**src/verilog/uart_pkg.sv**
```systemverilog
`default_nettype none

package uart_pkg;

    // Widths ----------------------
    localparam int BYTE_W    = 8;   // UART character width
    localparam int FWD_WIDTH = 69;  // valid + addr + wdata + wstrb
    localparam int RET_WIDTH = 33;  // ready + rdata

    typedef logic [31:0]       word_t;      // Bus address and data
    typedef logic [3:0]        strb_t;      // Byte lane strobes
    typedef logic [BYTE_W-1:0] byte_t;      // One serial character
    typedef logic [15:0]       prescale_t;  // Clocks per bit
    typedef logic [3:0]        status_t;    // {ovr, tx_busy, tx_full, rx_valid}

    // Register map ----------------
    localparam logic [7:0] UART_BASE     = 8'h00;  // addr[31:24]
    localparam logic [3:0] UART_TX_REG   = 4'h0;
    localparam logic [3:0] UART_STATUS   = 4'h4;
    localparam logic [3:0] UART_RX_REG   = 4'h8;
    localparam logic [3:0] UART_BAUDRATE = 4'hC;

    localparam int        FIFO_DEPTH     = 8;
    localparam prescale_t PRESCALE_RESET = 16'd16;
    localparam word_t     RX_EMPTY_FLAG  = 32'hFFFF_FF00;  // Read of an empty RX FIFO

    // Serial FSM states
    typedef enum logic [1:0] {TX_IDLE, TX_START, TX_DATA, TX_STOP} tx_state_t;
    typedef enum logic [1:0] {RX_IDLE, RX_START, RX_DATA, RX_STOP} rx_state_t;

endpackage

`default_nettype wire

```
**src/verilog/mem_bus_if.sv**
```systemverilog
`default_nettype none
`timescale 1ns/1ps

// Native memory bus after unpacking
interface mem_bus_if import uart_pkg::*; ();

    logic  valid;  // Held by the core until ready
    word_t addr;
    word_t wdata;
    strb_t wstrb;  // All zero means read
    logic  ready;  // One-cycle response
    word_t rdata;

    // Unpacker side, faces the core
    modport host (
        output valid, addr, wdata, wstrb,
        input  ready, rdata
    );

    // Register block side
    modport device (
        input  valid, addr, wdata, wstrb,
        output ready, rdata
    );

endinterface

`default_nettype wire

```
**src/verilog/uart_fifo_if.sv**
```systemverilog
`default_nettype none
`timescale 1ns/1ps

// Register block <-> FIFO/serial datapath
interface uart_fifo_if import uart_pkg::*; ();

    byte_t     tx_data;
    logic      tx_push;    // Single-cycle strobe
    logic      tx_full;
    byte_t     rx_data;    // Head of RX FIFO, valid with rx_valid
    logic      rx_valid;
    logic      rx_pop;     // Single-cycle strobe
    status_t   status;
    logic      ovr_clear;  // Clears sticky overrun
    prescale_t prescale;

    modport regs (
        output tx_data, tx_push, rx_pop, ovr_clear, prescale,
        input  tx_full, rx_data, rx_valid, status
    );

    modport stream (
        input  tx_data, tx_push, rx_pop, ovr_clear, prescale,
        output tx_full, rx_data, rx_valid, status
    );

endinterface

`default_nettype wire

```
**src/verilog/byte_fifo.sv**
```systemverilog
`default_nettype none
`timescale 1ns/1ps

module byte_fifo import uart_pkg::*; #(
    parameter int DEPTH = FIFO_DEPTH
) (
    input  logic  clk,
    input  logic  rst,
    input  logic  push,
    input  byte_t din,
    input  logic  pop,
    output byte_t dout,   // Head word, no read latency
    output logic  empty,
    output logic  full
);

    localparam int PTR_W = (DEPTH > 1) ? $clog2(DEPTH) : 1;
    localparam int CNT_W = $clog2(DEPTH + 1);

    byte_t             mem [DEPTH];
    logic [PTR_W-1:0]  wr_ptr;
    logic [PTR_W-1:0]  rd_ptr;
    logic [CNT_W-1:0]  count;
    logic              do_push;
    logic              do_pop;

    assign do_push = push && !full;   // Guarded, caller must not overfill
    assign do_pop  = pop && !empty;
    assign empty   = (count == '0);
    assign full    = (count == CNT_W'(DEPTH));
    assign dout    = mem[rd_ptr];

    // Storage, no reset
    always_ff @(posedge clk) begin
        if (do_push) mem[wr_ptr] <= din;
    end

    // Pointers and occupancy ---------
    always_ff @(posedge clk) begin
        if (rst) begin
            wr_ptr <= '0;
            rd_ptr <= '0;
            count  <= '0;
        end else begin
            if (do_push) begin
                wr_ptr <= (wr_ptr == PTR_W'(DEPTH - 1)) ? '0 : wr_ptr + 1'b1;  // Wrap
            end
            if (do_pop) begin
                rd_ptr <= (rd_ptr == PTR_W'(DEPTH - 1)) ? '0 : rd_ptr + 1'b1;
            end
            case ({do_push, do_pop})
                2'b10:   count <= count + 1'b1;
                2'b01:   count <= count - 1'b1;
                default: ;  // Both or neither
            endcase
        end
    end

    a_no_overflow: assert property (@(posedge clk) disable iff (rst) push |-> !full)
        else $error("push into full FIFO");
    a_no_underflow: assert property (@(posedge clk) disable iff (rst) pop |-> !empty)
        else $error("pop from empty FIFO");

endmodule

`default_nettype wire

```
**src/verilog/munpack.sv**
```systemverilog
`default_nettype none
`timescale 1ns/1ps

module munpack import uart_pkg::*; (
    input  logic                 clk,
    input  logic [FWD_WIDTH-1:0] mem_packed_fwd,
    output logic [RET_WIDTH-1:0] mem_packed_ret,
    mem_bus_if.host              bus
);

    // Forward path -------------------
    // Layout from MSB: valid, addr, wdata, wstrb
    assign bus.valid = mem_packed_fwd[68];
    assign bus.addr  = mem_packed_fwd[67:36];
    assign bus.wdata = mem_packed_fwd[35:4];
    assign bus.wstrb = mem_packed_fwd[3:0];

    // Return path --------------------
    // Device computes its response in the accept cycle, the flop
    // here makes it visible on the next cycle without glitches
    always_ff @(posedge clk) begin
        mem_packed_ret <= {bus.ready, bus.rdata};  // ready on top
    end

endmodule

`default_nettype wire

```
**src/verilog/uart_fifo_pack.sv**
```systemverilog
`default_nettype none
`timescale 1ns/1ps

module uart_fifo_pack import uart_pkg::*; (
    input  logic                 clk,
    input  logic                 rst,
    input  logic                 rxd,
    output logic                 txd,
    output logic                 irq_rx_valid,    // RX data waiting
    output prescale_t            prescale_out,
    input  logic [FWD_WIDTH-1:0] mem_packed_fwd,  // Core -> UART
    output logic [RET_WIDTH-1:0] mem_packed_ret   // UART -> core
);

    mem_bus_if   bus_if ();
    uart_fifo_if fifo_if ();

    munpack munpack_inst (
        .clk           (clk),
        .mem_packed_fwd(mem_packed_fwd),
        .mem_packed_ret(mem_packed_ret),
        .bus           (bus_if)
    );

    uart_regs uart_regs_inst (
        .clk (clk),
        .rst (rst),
        .bus (bus_if),
        .fifo(fifo_if)
    );

    uart_stream uart_stream_inst (
        .clk (clk),
        .rst (rst),
        .fifo(fifo_if),
        .rxd (rxd),
        .txd (txd)
    );

    assign irq_rx_valid = fifo_if.status[0];
    assign prescale_out = fifo_if.prescale;

endmodule

`default_nettype wire

```
**src/verilog/uart_regs.sv**
```systemverilog
`default_nettype none
`timescale 1ns/1ps

module uart_regs import uart_pkg::*; (
    input  logic      clk,
    input  logic      rst,
    mem_bus_if.device bus,
    uart_fifo_if.regs fifo
);

    logic [3:0] offset;      // Register offset inside the window
    logic       is_write;
    logic       hit;         // Pending access for this peripheral
    logic       served;      // Set once ready went out for this access
    logic       baud_wr;
    prescale_t  prescale_q;

    assign offset   = bus.addr[3:0];
    assign is_write = |bus.wstrb;
    assign hit      = bus.valid && (bus.addr[31:24] == UART_BASE) && !served;

    assign fifo.tx_data  = bus.wdata[BYTE_W-1:0];  // Low lane only
    assign fifo.prescale = prescale_q;

    // Access decode ------------------
    always_comb begin
        bus.ready      = 1'b0;
        bus.rdata      = '0;
        fifo.tx_push   = 1'b0;
        fifo.rx_pop    = 1'b0;
        fifo.ovr_clear = 1'b0;
        baud_wr        = 1'b0;
        if (hit) begin
            case (offset)
                UART_TX_REG: begin
                    // Full FIFO stalls the core, access stays pending
                    if (is_write && !fifo.tx_full) begin
                        bus.ready    = 1'b1;
                        fifo.tx_push = bus.wstrb[0];  // No lane 0, nothing queued
                    end
                end
                UART_STATUS: begin
                    if (!is_write) begin
                        bus.ready      = 1'b1;
                        bus.rdata      = word_t'(fifo.status);
                        fifo.ovr_clear = 1'b1;  // Read clears overrun
                    end
                end
                UART_RX_REG: begin
                    if (!is_write) begin
                        bus.ready   = 1'b1;
                        fifo.rx_pop = fifo.rx_valid;
                        bus.rdata   = fifo.rx_valid ? word_t'(fifo.rx_data) : RX_EMPTY_FLAG;
                    end
                end
                UART_BAUDRATE: begin
                    if (is_write) begin
                        bus.ready = 1'b1;
                        baud_wr   = 1'b1;
                    end
                end
                default: ;  // Unmapped, never answered
            endcase
        end
    end

    // Served flag and prescale -------
    always_ff @(posedge clk) begin
        if (rst) begin
            served     <= 1'b0;
            prescale_q <= PRESCALE_RESET;
        end else begin
            if (!bus.valid) begin
                served <= 1'b0;        // Core ended the access
            end else if (bus.ready) begin
                served <= 1'b1;
            end
            if (baud_wr) begin
                if (bus.wstrb[0]) prescale_q[7:0]  <= bus.wdata[7:0];
                if (bus.wstrb[1]) prescale_q[15:8] <= bus.wdata[15:8];
            end
        end
    end

    // Stalled TX write stays on the bus until it is served
    a_stall_held: assert property (
        @(posedge clk) disable iff (rst)
        hit && offset == UART_TX_REG && is_write && !bus.ready |=> bus.valid
    ) else $error("pending TX write dropped before ready");

endmodule

`default_nettype wire

```
**src/verilog/uart_rx.sv**
```systemverilog
`default_nettype none
`timescale 1ns/1ps

module uart_rx import uart_pkg::*; (
    input  logic      clk,
    input  logic      rst,
    input  logic      rxd,
    input  prescale_t prescale,
    output logic      done,      // One cycle, data valid
    output byte_t     data
);

    logic        rxd_s1;
    logic        rxd_s2;        // Synchronized line
    rx_state_t   state;
    prescale_t   cnt;
    logic [16:0] cnt_next;
    logic        half_end;      // Middle of start bit
    logic        bit_end;       // One full bit later
    logic [2:0]  bit_idx;

    assign cnt_next = {1'b0, cnt} + 17'd1;
    assign half_end = (cnt_next >= {2'b00, prescale[15:1]});
    assign bit_end  = (cnt_next >= {1'b0, prescale});

    // Input synchronizer -------------
    always_ff @(posedge clk) begin
        if (rst) begin
            rxd_s1 <= 1'b1;
            rxd_s2 <= 1'b1;
        end else begin
            rxd_s1 <= rxd;
            rxd_s2 <= rxd_s1;
        end
    end

    // Frame FSM ----------------------
    always_ff @(posedge clk) begin
        if (rst) begin
            state   <= RX_IDLE;
            cnt     <= '0;
            bit_idx <= '0;
            done    <= 1'b0;
        end else begin
            done <= 1'b0;
            cnt  <= cnt_next[15:0];
            case (state)
                RX_IDLE: begin
                    cnt <= '0;
                    if (!rxd_s2) state <= RX_START;   // Falling edge
                end
                RX_START: begin
                    if (half_end) begin
                        cnt     <= '0;
                        bit_idx <= '0;
                        state   <= rxd_s2 ? RX_IDLE : RX_DATA;   // Glitch rejected
                    end
                end
                RX_DATA: begin
                    if (bit_end) begin
                        cnt     <= '0;
                        bit_idx <= bit_idx + 1'b1;
                        if (bit_idx == 3'd7) state <= RX_STOP;
                    end
                end
                RX_STOP: begin
                    if (bit_end) begin
                        state <= RX_IDLE;
                        done  <= rxd_s2;   // Framing error drops the byte
                    end
                end
                default: state <= RX_IDLE;
            endcase
        end
    end

    // Shift in LSB first at mid-bit
    always_ff @(posedge clk) begin
        if (state == RX_DATA && bit_end) data <= {rxd_s2, data[BYTE_W-1:1]};
    end

endmodule

`default_nettype wire

```
**src/verilog/uart_stream.sv**
```systemverilog
`default_nettype none
`timescale 1ns/1ps

module uart_stream import uart_pkg::*; (
    input  logic        clk,
    input  logic        rst,
    uart_fifo_if.stream fifo,
    input  logic        rxd,
    output logic        txd
);

    byte_t tx_head;    // Next byte to send
    logic  tx_empty;
    logic  tx_start;
    logic  tx_busy;    // Frame in flight
    byte_t rx_byte;
    logic  rx_done;
    logic  rx_empty;
    logic  rx_full;
    logic  rx_push;
    logic  ovr;        // Sticky overrun

    // Transmit side ------------------
    byte_fifo tx_fifo_inst (
        .clk  (clk),
        .rst  (rst),
        .push (fifo.tx_push),
        .din  (fifo.tx_data),
        .pop  (tx_start),
        .dout (tx_head),
        .empty(tx_empty),
        .full (fifo.tx_full)
    );

    assign tx_start = !tx_empty && !tx_busy;  // Feed idle serializer

    uart_tx uart_tx_inst (
        .clk     (clk),
        .rst     (rst),
        .start   (tx_start),
        .data    (tx_head),
        .prescale(fifo.prescale),
        .busy    (tx_busy),
        .txd     (txd)
    );

    // Receive side -------------------
    uart_rx uart_rx_inst (
        .clk     (clk),
        .rst     (rst),
        .rxd     (rxd),
        .prescale(fifo.prescale),
        .done    (rx_done),
        .data    (rx_byte)
    );

    assign rx_push = rx_done && !rx_full;  // Byte lost when full

    byte_fifo rx_fifo_inst (
        .clk  (clk),
        .rst  (rst),
        .push (rx_push),
        .din  (rx_byte),
        .pop  (fifo.rx_pop),
        .dout (fifo.rx_data),
        .empty(rx_empty),
        .full (rx_full)
    );

    assign fifo.rx_valid = !rx_empty;

    always_ff @(posedge clk) begin
        if (rst) begin
            ovr <= 1'b0;
        end else if (rx_done && rx_full) begin
            ovr <= 1'b1;  // New loss wins over a clear
        end else if (fifo.ovr_clear) begin
            ovr <= 1'b0;
        end
    end

    assign fifo.status = {ovr, !tx_empty || tx_busy, fifo.tx_full, !rx_empty};

endmodule

`default_nettype wire

```
**src/verilog/uart_tx.sv**
```systemverilog
`default_nettype none
`timescale 1ns/1ps

module uart_tx import uart_pkg::*; (
    input  logic      clk,
    input  logic      rst,
    input  logic      start,     // Load data, idle only
    input  byte_t     data,
    input  prescale_t prescale,
    output logic      busy,
    output logic      txd
);

    tx_state_t   state;
    prescale_t   cnt;        // Cycles into current bit
    logic [16:0] cnt_next;
    logic        bit_end;
    logic [2:0]  bit_idx;
    byte_t       shreg;      // Remaining data bits, LSB out first

    assign cnt_next = {1'b0, cnt} + 17'd1;
    assign bit_end  = (cnt_next >= {1'b0, prescale});
    assign busy     = (state != TX_IDLE);

    always_ff @(posedge clk) begin
        if (rst) begin
            state   <= TX_IDLE;
            txd     <= 1'b1;   // Line idles high
            cnt     <= '0;
            bit_idx <= '0;
        end else begin
            cnt <= bit_end ? '0 : cnt_next[15:0];
            case (state)
                TX_IDLE: begin
                    cnt <= '0;
                    if (start) begin
                        state <= TX_START;
                        txd   <= 1'b0;   // Start bit
                    end
                end
                TX_START: begin
                    if (bit_end) begin
                        state   <= TX_DATA;
                        txd     <= shreg[0];
                        bit_idx <= '0;
                    end
                end
                TX_DATA: begin
                    if (bit_end) begin
                        if (bit_idx == 3'd7) begin
                            state <= TX_STOP;
                            txd   <= 1'b1;   // Stop bit
                        end else begin
                            bit_idx <= bit_idx + 1'b1;
                            txd     <= shreg[bit_idx + 1'b1];
                        end
                    end
                end
                TX_STOP: begin
                    if (bit_end) state <= TX_IDLE;
                end
                default: state <= TX_IDLE;
            endcase
        end
    end

    // Payload register
    always_ff @(posedge clk) begin
        if (state == TX_IDLE && start) shreg <= data;
    end

    a_idle_high: assert property (@(posedge clk) disable iff (rst) (state == TX_IDLE) |-> txd)
        else $error("txd low while transmitter idle");

endmodule

`default_nettype wire
```
**config.mk**
```make
export PLATFORM = sky130hd
export DESIGN_NAME = uart_fifo_pack
export DESIGN_NICKNAME = d
export VERILOG_FILES = /design/src/verilog/uart_pkg.sv /design/src/verilog/mem_bus_if.sv /design/src/verilog/uart_fifo_if.sv /design/src/verilog/byte_fifo.sv /design/src/verilog/munpack.sv /design/src/verilog/uart_fifo_pack.sv /design/src/verilog/uart_regs.sv /design/src/verilog/uart_rx.sv /design/src/verilog/uart_stream.sv /design/src/verilog/uart_tx.sv
export SDC_FILE = /design/constraint.sdc
export NUM_CORES = 1
export LEC_CHECK = 0
export BUFFER_PORTS_ARGS = -buffer_cell sky130_fd_sc_hd__buf_4
export CELL_PAD_IN_SITES_DETAIL_PLACEMENT = 1
export CELL_PAD_IN_SITES_GLOBAL_PLACEMENT = 2
export CORE_MARGIN = 2
export CORE_UTILIZATION = 40
export CTS_CLUSTER_DIAMETER = 100
export DETAILED_ROUTE_END_ITERATION = 8
export PLACE_DENSITY_LB_ADDON = 0.1
export SLEW_MARGIN = 20
export SYNTH_ARGS = -nofsm -noshare
export SYNTH_HDL_FRONTEND = slang
export SYNTH_SLANG_ARGS = --single-unit
```
**constraint.sdc**
```tcl
create_clock -name clk -period 3.45 [get_ports clk]
set_input_delay 0.69 -clock clk [delete_from_list [all_inputs] [get_ports clk]]
set_output_delay 0.69 -clock clk [all_outputs]
set_load 0.1 [all_outputs]
```
# --- Yosys cells after proc, flatten, opt, wreduce, memory -nomap -nowiden ---
# Memory sizes are Yosys's and may differ from the RTL's. A register that Yosys moved wholly into a read port is not among the register bits.
# Cells that the tools add are included.
word_totals:
  memories: 2
  regBits: 125
  out_inout_bits: 51
  ram_bits: 128
  wordCells: 183
op_classes:
  add_sub_neg: 12
  bitwise: 3
  n_reduce_logical: 44
  eq_ne: 32
  mux: 63
  n_lt_le_gt_ge: 4
memory_table:
  columns: ["name", "depth", "word_bits", "read_ports", "rd_ports_with_merged_regs", "write_ports", "line_no", "rtl"]
  rows:
  - ["uart_stream_inst.rx_fifo_inst.mem", 8, 8, 1, 1, 1, "byte_fifo.sv:20", "byte_t mem [DEPTH];"]
  - ["uart_stream_inst.tx_fifo_inst.mem", 8, 8, 1, 1, 1, "byte_fifo.sv:20", null]
op_table:
  columns: ["cell", "count"]
  rows:
  - ["$mux W32", 2]
  - ["$pmux W32 S2", 1]
  - ["$pmux W16 S3", 1]
  - ["$add A16 B1 Y17 const B", 2]
  - ["$ge A17 B16 Y1", 2]
  - ["$mux W3", 11]
  - ["$mux W16", 2]
  - ["$mux W1", 25]
  - ["$mux W2", 11]
  - ["$ne A2 B2 Y1 const B", 10]
  - ["$add A3 B1 Y3 const B", 6]
  - ["$eq A3 B3 Y1 const B", 6]
  - ["$ge A17 B15 Y1", 1]
  - ["$eq A4 B4 Y1 const B", 4]
  - ["$pmux W2 S4", 2]
  - ["$pmux W4 S2", 2]
  - ["$eq A2 B2 Y1 const B", 6]
  - ["$logic_and A1 B1 Y1", 12]
  - ["$logic_not A4 Y1", 3]
  - ["$pmux W3 S2", 2]
  - ["$reduce_bool A2 Y1", 6]
  - ["$reduce_and A5 Y1", 2]
  - ["$add A4 B1 Y4 const B", 2]
  - ["$eq A2 B1 Y1 const B", 4]
  - ["other kinds (19)", 33]

# --- Depth between registers and ports, before layout ---
# Gate-level depths: netlist of the first run.
logic_depth:
  depth_word: 9
  mapped_depth: 15

# --- Hierarchy ---
# From an unflattened synthesis of the first run, not the netlist that was laid out.
hier_totals:
  cells_unflattened: 998
  hier_area_um2: 12527.0
modules_own_cells:
  columns: ["module", "cells_each", "area_per_inst_um2", "n_inst"]
  rows:
  - ["byte_fifo", 172, 3110.5, 2]
  - ["uart_rx", 228, 2103.3, 1]
  - ["uart_tx", 196, 1806.7, 1]
  - ["munpack", 102, 1178.6, 1]
  - ["uart_regs", 117, 1136.1, 1]
  - ["uart_stream", 11, 81.3, 1]

# --- Least setup slack after synthesis of the first run ---
# Ideal clock, no wire load.
synth_timing:
  path_kind: "reg2reg"
  startpoint: "reg uart_stream_inst.rx_fifo_inst.count[2]"
  endpoint: "reg uart_stream_inst.rx_fifo_inst.count[3]"
  stages_incl_launch_ff: 14
  setup_time_ns: 0.071
  setup_slack_ns: 0.179
  n_path_buf: 1
  t_arrival_ns: 3.201
  cell_sequence: "dfxtp_1 > nor3_1 > nand2b_1 > nand2b_1 > or2_1 > buf_2 > inv_1 > ha_1 > ha_1 > a21o_1 > a21oi_1 > xnor2_1 > or3_1 > a21oi_1"
synth_between:
  elab_chain_len: 8
  word_cells_on_any_way: 16
synth_rtl:
  columns: ["element", "line_no", "rtl"]
  rows:
  - ["start, declared", "byte_fifo.sv:23", "logic [CNT_W-1:0] count;"]
  - ["start signal, assigned", "byte_fifo.sv:52", "2'b10: count <= count + 1'b1;"]
  - ["start signal, assigned", "byte_fifo.sv:53", "2'b01: count <= count - 1'b1;"]
  - ["$logic_not A4 Y1 *", "byte_fifo.sv:29", "assign empty = (count == '0);"]
  - ["$logic_not A1 Y1 *", null, null]
  - ["net irq_rx_valid", "uart_fifo_pack.sv:9", "output logic irq_rx_valid,"]
  - ["$mux W1", "uart_regs.sv:50", "if (!is_write) begin"]
  - ["$mux W1", "uart_regs.sv:34", "case (offset)"]
  - ["$mux W1", "uart_regs.sv:33", "if (hit) begin"]
  - ["$logic_and A1 B1 Y1 *", "byte_fifo.sv:28", "assign do_pop = pop && !empty;"]
  - ["net uart_stream_inst.rx_fifo_inst.do_pop", "byte_fifo.sv:25", "logic do_pop;"]
  - ["$eq A2 B1 Y1 or $eq A2 B2 Y1 (tied branches)", "byte_fifo.sv:51", "case ({do_push, do_pop})"]
  - ["$pmux W4 S2 or $reduce_bool A2 Y1 (tied branches)", null, null]
# The timed path passes the listed nets; every way through them passes the cells marked *.
# A chain may end at the register's enable or synchronous reset.

# --- Final worst setup path of the first run ---
layout_timing:
  startpoint: "reg uart_stream_inst.uart_rx_inst.cnt[0]"
  endpoint: "reg uart_stream_inst.uart_rx_inst.cnt[1]"
layout_between:
  elab_chain_len: 4
  word_cells_on_any_way: 6
layout_rtl:
  columns: ["element", "line_no", "rtl"]
  rows:
  - ["start, declared", "uart_rx.sv:16", "prescale_t cnt;"]
  - ["start signal, assigned", "uart_rx.sv:46", "cnt <= cnt_next[15:0];"]
  - ["$add A16 B1 Y17 *", "uart_rx.sv:22", "assign cnt_next = {1'b0, cnt} + 17'd1;"]
  - ["$ge A17 B16 Y1 or $ge A17 B15 Y1 (tied branches)", "uart_rx.sv:24, uart_rx.sv:23", null]
  - ["$mux W16 (on tied branches)", "uart_rx.sv:60, uart_rx.sv:53", null]
  - ["$pmux W16 S3 *", "uart_rx.sv:47", "case (state)"]
# Every way passes the cells marked *; elsewhere a longest branch is shown, timed or not.

==> results of run 1 <==
flip-flops by register name, summed over array words and instances, names as in the netlist, 2 cells and up, named ones only:
| signal | flops |
|---|---|
| uart_regs_inst.fifo.prescale | 16 |
| uart_stream_inst.tx_fifo_inst.mem | 64 |
| uart_stream_inst.uart_tx_inst.bit_idx | 3 |
| uart_stream_inst.uart_tx_inst.cnt | 16 |
| uart_stream_inst.uart_rx_inst.cnt | 16 |
| uart_stream_inst.rx_fifo_inst.rd_ptr | 3 |
| uart_stream_inst.tx_fifo_inst.rd_ptr | 3 |
| uart_stream_inst.tx_fifo_inst.wr_ptr | 3 |
| uart_stream_inst.uart_rx_inst.bit_idx | 3 |
| munpack_inst.mem_packed_ret | 10 |
| uart_stream_inst.uart_rx_inst.data | 8 |
| uart_stream_inst.rx_fifo_inst.count | 4 |
| uart_stream_inst.rx_fifo_inst.wr_ptr | 3 |
| uart_stream_inst.tx_fifo_inst.count | 4 |
| uart_stream_inst.uart_tx_inst.state | 2 |
| uart_stream_inst.uart_tx_inst.shreg | 8 |
| uart_stream_inst.rx_fifo_inst.mem | 64 |
synthesized netlist by cell type, drive strengths merged, types with 2 or more instances:
library cell,instances,area [um2]
or2,4,25.0
o211a,2,20.0
nand2b,9,56.3
a21o,4,30.0
o31ai,2,15.0
ha,71,888
a22o,2,17.5
o21bai,2,15.0
nor4,8,83.8
xor2,15,131
fa,2,40.0
xnor2,20,175
or3,4,25.0
mux2i,31,310
nor3,21,116
nand4,11,68.8
a31oi,4,25.0
and4,4,35.0
mux4,34,766
o32ai,2,17.5
nand2,57,216
a21oi,40,200
a211oi,4,30.0
buf,34,224
nand3,22,115
o21ai,15,75.1
nor2,82,308
o21a,3,22.5
nor4b,5,56.3
mux2,11,124
inv,38,143
nor2b,20,125
edfxtp,144,4320
nor3b,6,45.0
clkbuf,12,45.0
dfxtp,97,1940
o22ai,2,12.5
and3,8,50.1
cells in the final DEF, fill, tap and decap left out, types with 11 or more instances in the layout:
| cell | instances |
|---|---|
| edfxtp_1 | 144 |
| buf_4 | 129 |
| dfxtp_1 | 97 |
| nor2_1 | 78 |
| ha_1 | 70 |
| nand2_1 | 56 |
| a21oi_1 | 40 |
| inv_1 | 37 |
| mux4_2 | 34 |
| mux2i_1 | 31 |
| clkbuf_16 | 27 |
| nand3_1 | 21 |
| nor2b_1 | 19 |
| nor3_1 | 19 |
| xnor2_1 | 18 |
| xor2_1 | 14 |
| o21ai_0 | 14 |
| nand4_1 | 11 |
| mux2_2 | 11 |
through the flow:
stage | utilization [%] | hold WS, ns | worst slack [ns] | power, W | std cells
final | 48.8 | 0.349 | 0.199 | 0.00607 | 1340
after detailed placement | 45.1 | 0.403 | -0.0136 | 0.00324 | 1290
after floorplan | - | 0.389 | 0.179 | 0.00316 | 864
after CTS | 48.5 | 0.335 | 0.0211 | 0.00615 | 1339
after global routing | 48.8 | 0.330 | 0.00565 | 0.00628 | 1340
after global placement | 45.1 | 0.401 | 0.0400 | 0.00323 | 1290
power breakdown:
group,leakage [nW],switching (W),internal [W]
logic,2.48,0.0000802,0.0000558
clock network,0.430,0.00116,0.00173
registers,2.08,0.00000519,0.00303
total,4.99,0.00125,0.00482
critical path, cell delays in order (launching register included):
cell and delay [ns]:
dfxtp_1 0.33, buf_4 0.14, and3_1 0.19, nand4_1 0.24, xnor2_1 0.39, ha_1 0.30
o2111ai_1 0.34, a21oi_1 0.09, o311ai_0 0.30, and4_1 0.37, a22oi_2 0.11, buf_12 0.17
nor3b_1 0.19
cells by family (layout without fill, tap and decap cells):
family,after synthesis,in the layout,share of synthesized area (%)
simple gates,264,264,12.2
fa+ha+maj,73,73,8.42
flops,241,241,56.9
buf+inv,84,219,3.73
mux,76,76,10.9
xor+xnor,35,35,2.78
compound gates,91,91,5.09
worst max-delay path by stage:
| stage | startpoint | end | slack, ns | cells past startpoint |
|---|---|---|---|---|
| after global placement | uart_stream_inst.uart_tx_inst.cnt[1] | uart_stream_inst.uart_tx_inst.bit_idx[0] | 0.04 | 15 |
| final | uart_stream_inst.uart_rx_inst.cnt[0] | uart_stream_inst.uart_rx_inst.cnt[1] | 0.20 | 12 |
| after detailed placement | uart_stream_inst.uart_tx_inst.cnt[1] | uart_stream_inst.uart_tx_inst.cnt[10] | -0.01 | 16 |
| after CTS | uart_stream_inst.uart_tx_inst.cnt[1] | uart_stream_inst.uart_tx_inst.cnt[10] | 0.02 | 16 |
| after floorplan | uart_stream_inst.rx_fifo_inst.count[2] | uart_stream_inst.rx_fifo_inst.count[3] | 0.18 | 13 |
| after global routing | uart_stream_inst.uart_tx_inst.cnt[2] | uart_stream_inst.uart_tx_inst.cnt[2] | 0.006 | 15 |
routing by layer:
layer	routed length, um	GRT usage (%)	up-vias
li1	-	-	3388
met1	11300	22.9	3559
met2	13000	32.9	129
met3	972	2.58	35
met4	647	5.28	0
met5	0	0	-
cell type report:
type | count | area (um2) | area share [%]
clock inverter | 19 | 204 | 1.55
tap | 341 | 427 | 3.24
timing repair buffer | 132 | 1030 | 7.80
clock buffer | 30 | 687 | 5.21
inverter | 38 | 143 | 1.08
multi-input combinational | 539 | 4430 | 33.6
sequential | 241 | 6270 | 47.5
repair_timing:
item / in CTS / in global routing
buffers inserted: 0 / 1
pin swaps: 0 / 1
setup endpoints to repair: 16 / 51
gates resized for setup: 1 / 17
==> flow_summary.toml, run 1 <==
[logic_synthesis]
dominantRegCellSynth = "edfxtp_1"
post_synthesis_area_per_instance_um2 = 12.8
synth-edff-count = 144
ys_async_sr_fraction_pct = 0
yosysSeqAreaShare_pct = 56.9
synth.yosys.warnings = 0
syn_inst = 864
area_of_the_mapped_netlist_mm2 = 0.0110
post_synth_num_cell_types = 61
synth_nets = 1009
postSynthRegisterBits = 241

[worst_setup_path]
critical_path_peak_fanout = 16
worstSetupStartpointType = "register"
worst-r2r-cell-count = 12
rr_startpoint = "uart_stream_inst.uart_rx_inst.cnt[0]"
endpoint_arrival_time_on_the_critical_path_ns = 3.70
timing_worst_setup_path_type = "reg2reg"
worstPathRequired_ns = 3.90
rrSetupSlack_ns = 0.20
crit_path_capture_type = "register"
reg2reg_to = "uart_stream_inst.uart_rx_inst.cnt[1]"

[layout]
diodes = 0
drive_gt1_share_pct = 24.8
num-nets-final = 1124
post-route-cell-area_mm2 = 0.0132
fillCellCount = 2774
synthToLayoutAreaGrowth_pct = 19.6

[clocking]
postCtsHoldBufs = 0
cts.sinks = 241
cts.path.max_buffers = 3
htree_num_levels = 1
cts.root.buffer_cell = "clkbuf_16"
numCtsBuffers = 27
clkSlewWorstSetupHoldPaths_ns = 0.06
worstSkewPairLatency_ns = 0.53
cts_tree = "built"

[floorplan]
placementRows = 60
die_x_um = 170
chip_height_um = 170
die_area_mm2 = 0.0289
fp.coreArea_mm2 = 0.0270
pin_count = 123
effective_utilization_at_floorplan_pct = 40.8

[pwr]
p_per_area_mw_per_mm2 = 461
vdd.ir_drop.worst_uv = 606
power.leakage_nw = 4.99

[place]
placement.cell_area_mm2 = 0.0122
placement.io_buffers = 86
gpl.final_weighted_congestion = 0.828
detailedPlacementHpwl_mm = 18.2

[worst_hold_path]
hp-class = "in2reg"
worst_hold_startpoint = "rxd"
hold-path-endpoint = "uart_stream_inst.uart_rx_inst.rxd_s1"
worst_hold_path.num_cells = 2

[sta]
relSlewSlack_pct = 32.6
setup-tns-final_ns = 0
worst-slew-pin-transition_ns = 1.01
timing.clock.skew_ns = 0.0146
setup_repair_after_global_routing_missed_its_margin = "false"
maxSlewViolCount = 0
timing.fmax_ghz = 0.308
final_worst_path_cycle_share_pct = 94.2
finalSetupViolations = 0
fin_crit_ns = 3.25
final-hold-violation-count = 0

[status]
run_status = "completed"

[global_routing]
grt_start_max_net_pins = 52
track_usage_pct = 18.3
grt-ovfl-total = 0
antenna_violations_before_repair = 0
grt_pass1_vias = 7711
wire_length_of_the_first_global_routing_pass_mm = 41.0

[route]
ant_nets = 0
dr.first_iter.drc_count = 269
drtPass1Iterations = 4
detailroute.via_count = 7111
wl_per_cell_um = 19.3
detail_route.wirelength_mm = 25.9
routed_via_density = 5.31
drc = 0

[job]
max_cap_violations = 0
(Power assumes the default switching activity.)
==> inputs of run 2 (changes only) <==
- CORE_UTILIZATION: 40 -> 38
- CTS_BUF_LIST: default -> sky130_fd_sc_hd__clkbuf_4
- SKIP_CTS_REPAIR_TIMING: default -> 1
- clock period: 3.45 -> 2.85 ns (I/O delays scaled with it)
==> flow_summary.toml, run 2 (synthesis gave the netlist of run 1 again) <==
[status]
run_status = "finished with violations"
violations = "negative setup slack"

[global_routing]
wire_length_of_the_first_global_routing_pass_mm = 44.8
grt_pass1_vias = 8514
grt_start_max_net_pins = 31
antenna_violations_before_repair = 1
grt-ovfl-total = 0
track_usage_pct = 18.7

[clocking]
clkSlewWorstSetupHoldPaths_ns = 0.07
numCtsBuffers = 69
htree_num_levels = 3
cts.sinks = 241
cts.root.buffer_cell = "clkbuf_4"
worstSkewPairLatency_ns = 0.68
cts.path.max_buffers = 3
cts_tree = "built"

[sta]
worst-slew-pin-transition_ns = 0.688
timing.fmax_ghz = 0.327
setup_slack_ns = -0.205
final-hold-violation-count = 0
whs_ns = 0.0840
timing.clock.skew_ns = 0.0422
relSlewSlack_pct = 54.1
maxSlewViolCount = 0
fin_crit_ns = 3.05
final_worst_path_cycle_share_pct = 107
finalSetupViolations = 51
setup_repair_after_global_routing_missed_its_margin = "true"

[layout]
finish.cell_count_without_fillers = 1541
num-nets-final = 1249
layout.core_utilization_pct = 51.0
regArea_mm2 = 0.00629
drive_gt1_share_pct = 42.2
post-route-cell-area_mm2 = 0.0146
fillCellCount = 2966
final_common_cell = "buf_4"
multi_input_area_mm2 = 0.00506
synthToLayoutAreaGrowth_pct = 32.4
layout_common_cells = "buf_4 (206), edfxtp_1 (144), clkbuf_4 (92)"
top_regs = "uart_stream_inst.rx_fifo_inst.mem: 64 flops, uart_stream_inst.tx_fifo_inst.mem: 64 flops"

[floorplan]
chip_height_um = 174
placementRows = 62
pin_count = 123
die_area_mm2 = 0.0304
effective_utilization_at_floorplan_pct = 38.5
die_x_um = 174
fp.coreArea_mm2 = 0.0286

[worst_setup_path]
timing_worst_setup_path_type = "reg2reg"
worstSetupStartpointType = "register"
endpoint_arrival_time_on_the_critical_path_ns = 3.63
critical_path_peak_fanout = 5
worstPathRequired_ns = 3.43
crit_path_capture_type = "register"

[place]
placed_cells_incl_taps = 1392
gpl.final_weighted_congestion = 0.798
detailedPlacementHpwl_mm = 19.6
placement.io_buffers = 86
placement.cell_area_mm2 = 0.0127

[worst_hold_path]
hp-class = "in2reg"

[pwr]
power.net_switching_w = 0.00165
clock_power_share_pct = 47.5
sequential_fraction_of_design_power_pct = 49.9
vdd.ir_drop.worst_uv = 242
combinational_power_share_pct = 2.6
total_power_w = 0.00737
p_per_area_mw_per_mm2 = 505
cellInternalPower_w = 0.00573
power.share.switching_pct = 22.3
power.leakage_nw = 5.68

[route]
routed_via_density = 5.02
ant_nets = 0
drc = 0
dr.first_iter.drc_count = 297
detail_route.wirelength_mm = 28.9
wl_per_cell_um = 18.8
detailroute.via_count = 7737
drtPass1Iterations = 4

[job]
max_cap_violations = 0
[run 2: through the flow]
step	setup TNS (ns)	setup slack [ns]
3_3_place_gp	-15.34	-0.350
2_1_floorplan	-0.780	-0.0999
5_1_grt	-14.05	-0.350
6_report	-6.38	-0.205
4_1_cts	-23.25	-0.559
3_5_place_dp	-22.05	-0.524
[run 2: power by group through the flow]
stage	combinational, W	clock [W]	sequential, W
final	0.000195	0.00350	0.00368
after global routing	0.000211	0.00381	0.00367
after CTS	0.000173	0.00363	0.00368
after detailed placement	0.000173	0	0.00375
after global placement	0.000165	0	0.00375
after floorplan	0.0000638	0	0.00376
[run 2: routing by layer]
| metal | GRT usage [%] | part of all wire [%] |
|---|---|---|
| met5 | 0 | 0 |
| met4 | 5.64 | 2.1 |
| met2 | 32.8 | 51 |
| met3 | 4.55 | 5.0 |
| met1 | 22.8 | 42 |
[run 2: final cells by class]
type | instances | area share, %
clock inverter | 31 | 1.82
inverter | 38 | 0.995
antenna | 1 | 0.0171
multi-input combinational | 539 | 34.7
timing repair buffer | 215 | 11.4
sequential | 241 | 43.1
tap | 384 | 3.29
clock buffer | 92 | 4.73
[run 2: worst max-delay path: stages, from the launching register on]
cell and delay (ns):
dfxtp_1 0.36, and4_4 0.24, buf_4 0.11, nor2b_4 0.21, nand2_2 0.12, xnor2_4 0.22
ha_4 0.25, a2111oi_4 0.35, o21ai_1 0.13, o211ai_1 0.12, nand3_2 0.17, o21ai_4 0.23
a22oi_2 0.14, buf_6 0.16, nor3b_2 0.14
[run 2: worst paths after layout]
check	from	to	slack [ns]	depth (start not counted)
setup / recovery	uart_stream_inst.uart_rx_inst.cnt[7]	uart_stream_inst.uart_rx_inst.cnt[1]	-0.20	14
hold reg to reg	uart_stream_inst.uart_rx_inst.rxd_s1	uart_stream_inst.uart_rx_inst.rxd_s2	0.43	1
hold / removal	rxd	uart_stream_inst.uart_rx_inst.rxd_s1	0.08	2
setup reg to reg	uart_stream_inst.uart_rx_inst.cnt[7]	uart_stream_inst.uart_rx_inst.cnt[1]	-0.20	14
==> inputs of run 3 (changes only) <==
--- a/config.mk
+++ b/config.mk
@@ -7,4 +7,5 @@
 export LEC_CHECK = 0
 export BUFFER_PORTS_ARGS = -buffer_cell sky130_fd_sc_hd__buf_4
+export CAP_MARGIN = 20
 export CELL_PAD_IN_SITES_DETAIL_PLACEMENT = 1
 export CELL_PAD_IN_SITES_GLOBAL_PLACEMENT = 2
==> constraint.sdc (replaced) <==
create_clock -name clk -period 2.85 [get_ports clk]
set_input_delay 0.57 -clock clk [delete_from_list [all_inputs] [get_ports clk]]
set_output_delay 0.57 -clock clk [all_outputs]
set_load 0.005 [all_outputs]
==> flow_summary.toml, run 3 (synthesis gave the netlist of run 1 again) <==
[status]
run_status = "finished with violations"
violations = "negative setup slack"

[layout]
synthToLayoutAreaGrowth_pct = 31.5
num-nets-final = 1243
layout.core_utilization_pct = 50.6
fillCellCount = 3018
drive_gt1_share_pct = 41.7
final_common_cell = "buf_4"
layout_common_cells = "buf_4 (198), edfxtp_1 (144), clkbuf_4 (105)"
top_regs = "uart_stream_inst.rx_fifo_inst.mem: 64 flops, uart_stream_inst.tx_fifo_inst.mem: 64 flops"

[place]
placement.io_buffers = 86
detailedPlacementHpwl_mm = 19.9
placement.setup.worst_slack_ns = -0.489
gpl.final_weighted_congestion = 0.809

[pwr]
cellInternalPower_w = 0.00570
combinational_power_share_pct = 2.5
power.net_switching_w = 0.00157
total_power_w = 0.00727
clock_power_share_pct = 47.0
power.leakage_nw = 5.66
sequential_fraction_of_design_power_pct = 50.6
vdd.ir_drop.worst_uv = 225
power.share.switching_pct = 21.7
p_per_area_mw_per_mm2 = 502

[route]
m1WireLength_mm = 12.0
maxUsedRoutingLayer = "met4"
routed_via_density = 5.04
wl_met2_mm = 15.1
drc = 0
detail_route.wirelength_mm = 29.1
drtPass1Iterations = 4
wl_per_cell_um = 19.0
dr.first_iter.drc_count = 321
detailroute.via_count = 7734
wl_met3_mm = 1.48
ant_nets = 0

[sta]
final_worst_path_cycle_share_pct = 106
maxSlewViolCount = 0
worst-slew-pin-transition_ns = 0.817
fin_crit_ns = 3.03
finalSetupViolations = 50
relSlewSlack_pct = 45.5
setup-tns-final_ns = -4.41
timing.clock.skew_ns = 0.0519
final-hold-violation-count = 0
setup_slack_ns = -0.184
timing.fmax_ghz = 0.330
setup_repair_after_global_routing_missed_its_margin = "true"

[worst_setup_path]
critical_path_peak_fanout = 4
critPathLaunch = "uart_stream_inst.uart_tx_inst.cnt[1]"
rr_startpoint = "uart_stream_inst.uart_tx_inst.cnt[1]"
worstPathRequired_ns = 3.39
worstSetupStartpointType = "register"
worst-r2r-cell-count = 13
critPathCapture = "uart_stream_inst.uart_tx_inst.state[0]"
reg2reg_to = "uart_stream_inst.uart_tx_inst.state[0]"
crit_path_capture_type = "register"
endpoint_arrival_time_on_the_critical_path_ns = 3.57
rrSetupSlack_ns = -0.18
timing_worst_setup_path_type = "reg2reg"

[clocking]
worstSkewPairLatency_ns = 0.66
cts.path.max_buffers = 3
cts.sinks = 241
numCtsBuffers = 68
htree_num_levels = 3
clkSlewWorstSetupHoldPaths_ns = 0.06
cts_tree = "built"
cts.root.buffer_cell = "clkbuf_4"

[floorplan]
fp.coreArea_mm2 = 0.0286
effective_utilization_at_floorplan_pct = 38.5
die_area_mm2 = 0.0304
chip_height_um = 174
die_x_um = 174
pin_count = 123
placementRows = 62

[global_routing]
wire_length_of_the_first_global_routing_pass_mm = 45.3
track_usage_pct = 19.0
antenna_violations_before_repair = 1
grt_start_max_net_pins = 30
grt_pass1_vias = 8445
grt-ovfl-total = 0

[job]
max_cap_violations = 0

[worst_hold_path]
worst_hold_startpoint = "rxd"
hp-class = "in2reg"
worst_hold_path.num_cells = 2
run 3: power groups by stage:
stage	clock, W	combinational (W)	sequential [W]
6_report	0.00341	0.000181	0.00368
3_3_place_gp	0	0.000155	0.00375
3_5_place_dp	0	0.000163	0.00375
4_1_cts	0.00355	0.000163	0.00368
5_1_grt	0.00375	0.000198	0.00367
2_1_floorplan	0	0.0000638	0.00375
run 3: cell type report:
type                       count  area [um2]  share of cell area [%]
clock buffer                 105         788                    5.44
sequential                   241        6290                    43.4
antenna                        1        2.50                  0.0173
timing repair buffer         210        1630                    11.3
inverter                      38         150                    1.04
multi-input combinational    539        5000                    34.5
clock inverter                16         148                    1.02
tap                          384         480                    3.32
run 3: critical path: stages, from the launching register on:
cell	delay [ns]
dfxtp_4	0.37
ha_4	0.15
nand3_4	0.09
nor4_4	0.39
nand3_2	0.14
xnor2_2	0.18
ha_1	0.34
a211oi_1	0.27
a31oi_2	0.16
buf_4	0.16
buf_4	0.12
nor3b_1	0.23
nor2_1	0.10
o211a_1	0.21
run 3: how the worst min path moves through the flow:
| stage | endpoint | slack [ns] |
|---|---|---|
| 2_1_floorplan | uart_stream_inst.uart_rx_inst.rxd_s2 | 0.39 |
| 3_3_place_gp | uart_stream_inst.uart_rx_inst.rxd_s2 | 0.40 |
| 3_5_place_dp | uart_stream_inst.uart_rx_inst.rxd_s2 | 0.41 |
| 4_1_cts | uart_stream_inst.uart_rx_inst.rxd_s1 | 0.03 |
| 5_1_grt | uart_stream_inst.uart_rx_inst.rxd_s1 | 0.04 |
| 6_report | uart_stream_inst.uart_rx_inst.rxd_s1 | 0.10 |
run 3: layer usage:
metal,vias to the layer above,global-route usage (%)
li1,3663,-
met1,3844,23.1
met2,182,33.1
met3,45,4.92
met4,0,5.92
met5,-,0
run 3: stage by stage:
stage	std cells	hold WS [ns]	instance area, um2
floorplan	864	0.389	11100
global placement	1392	0.401	12700
detailed placement	1392	0.413	12700
CTS	1513	0.0343	13700
global route	1534	0.0419	14500
finish	1534	0.104	14500
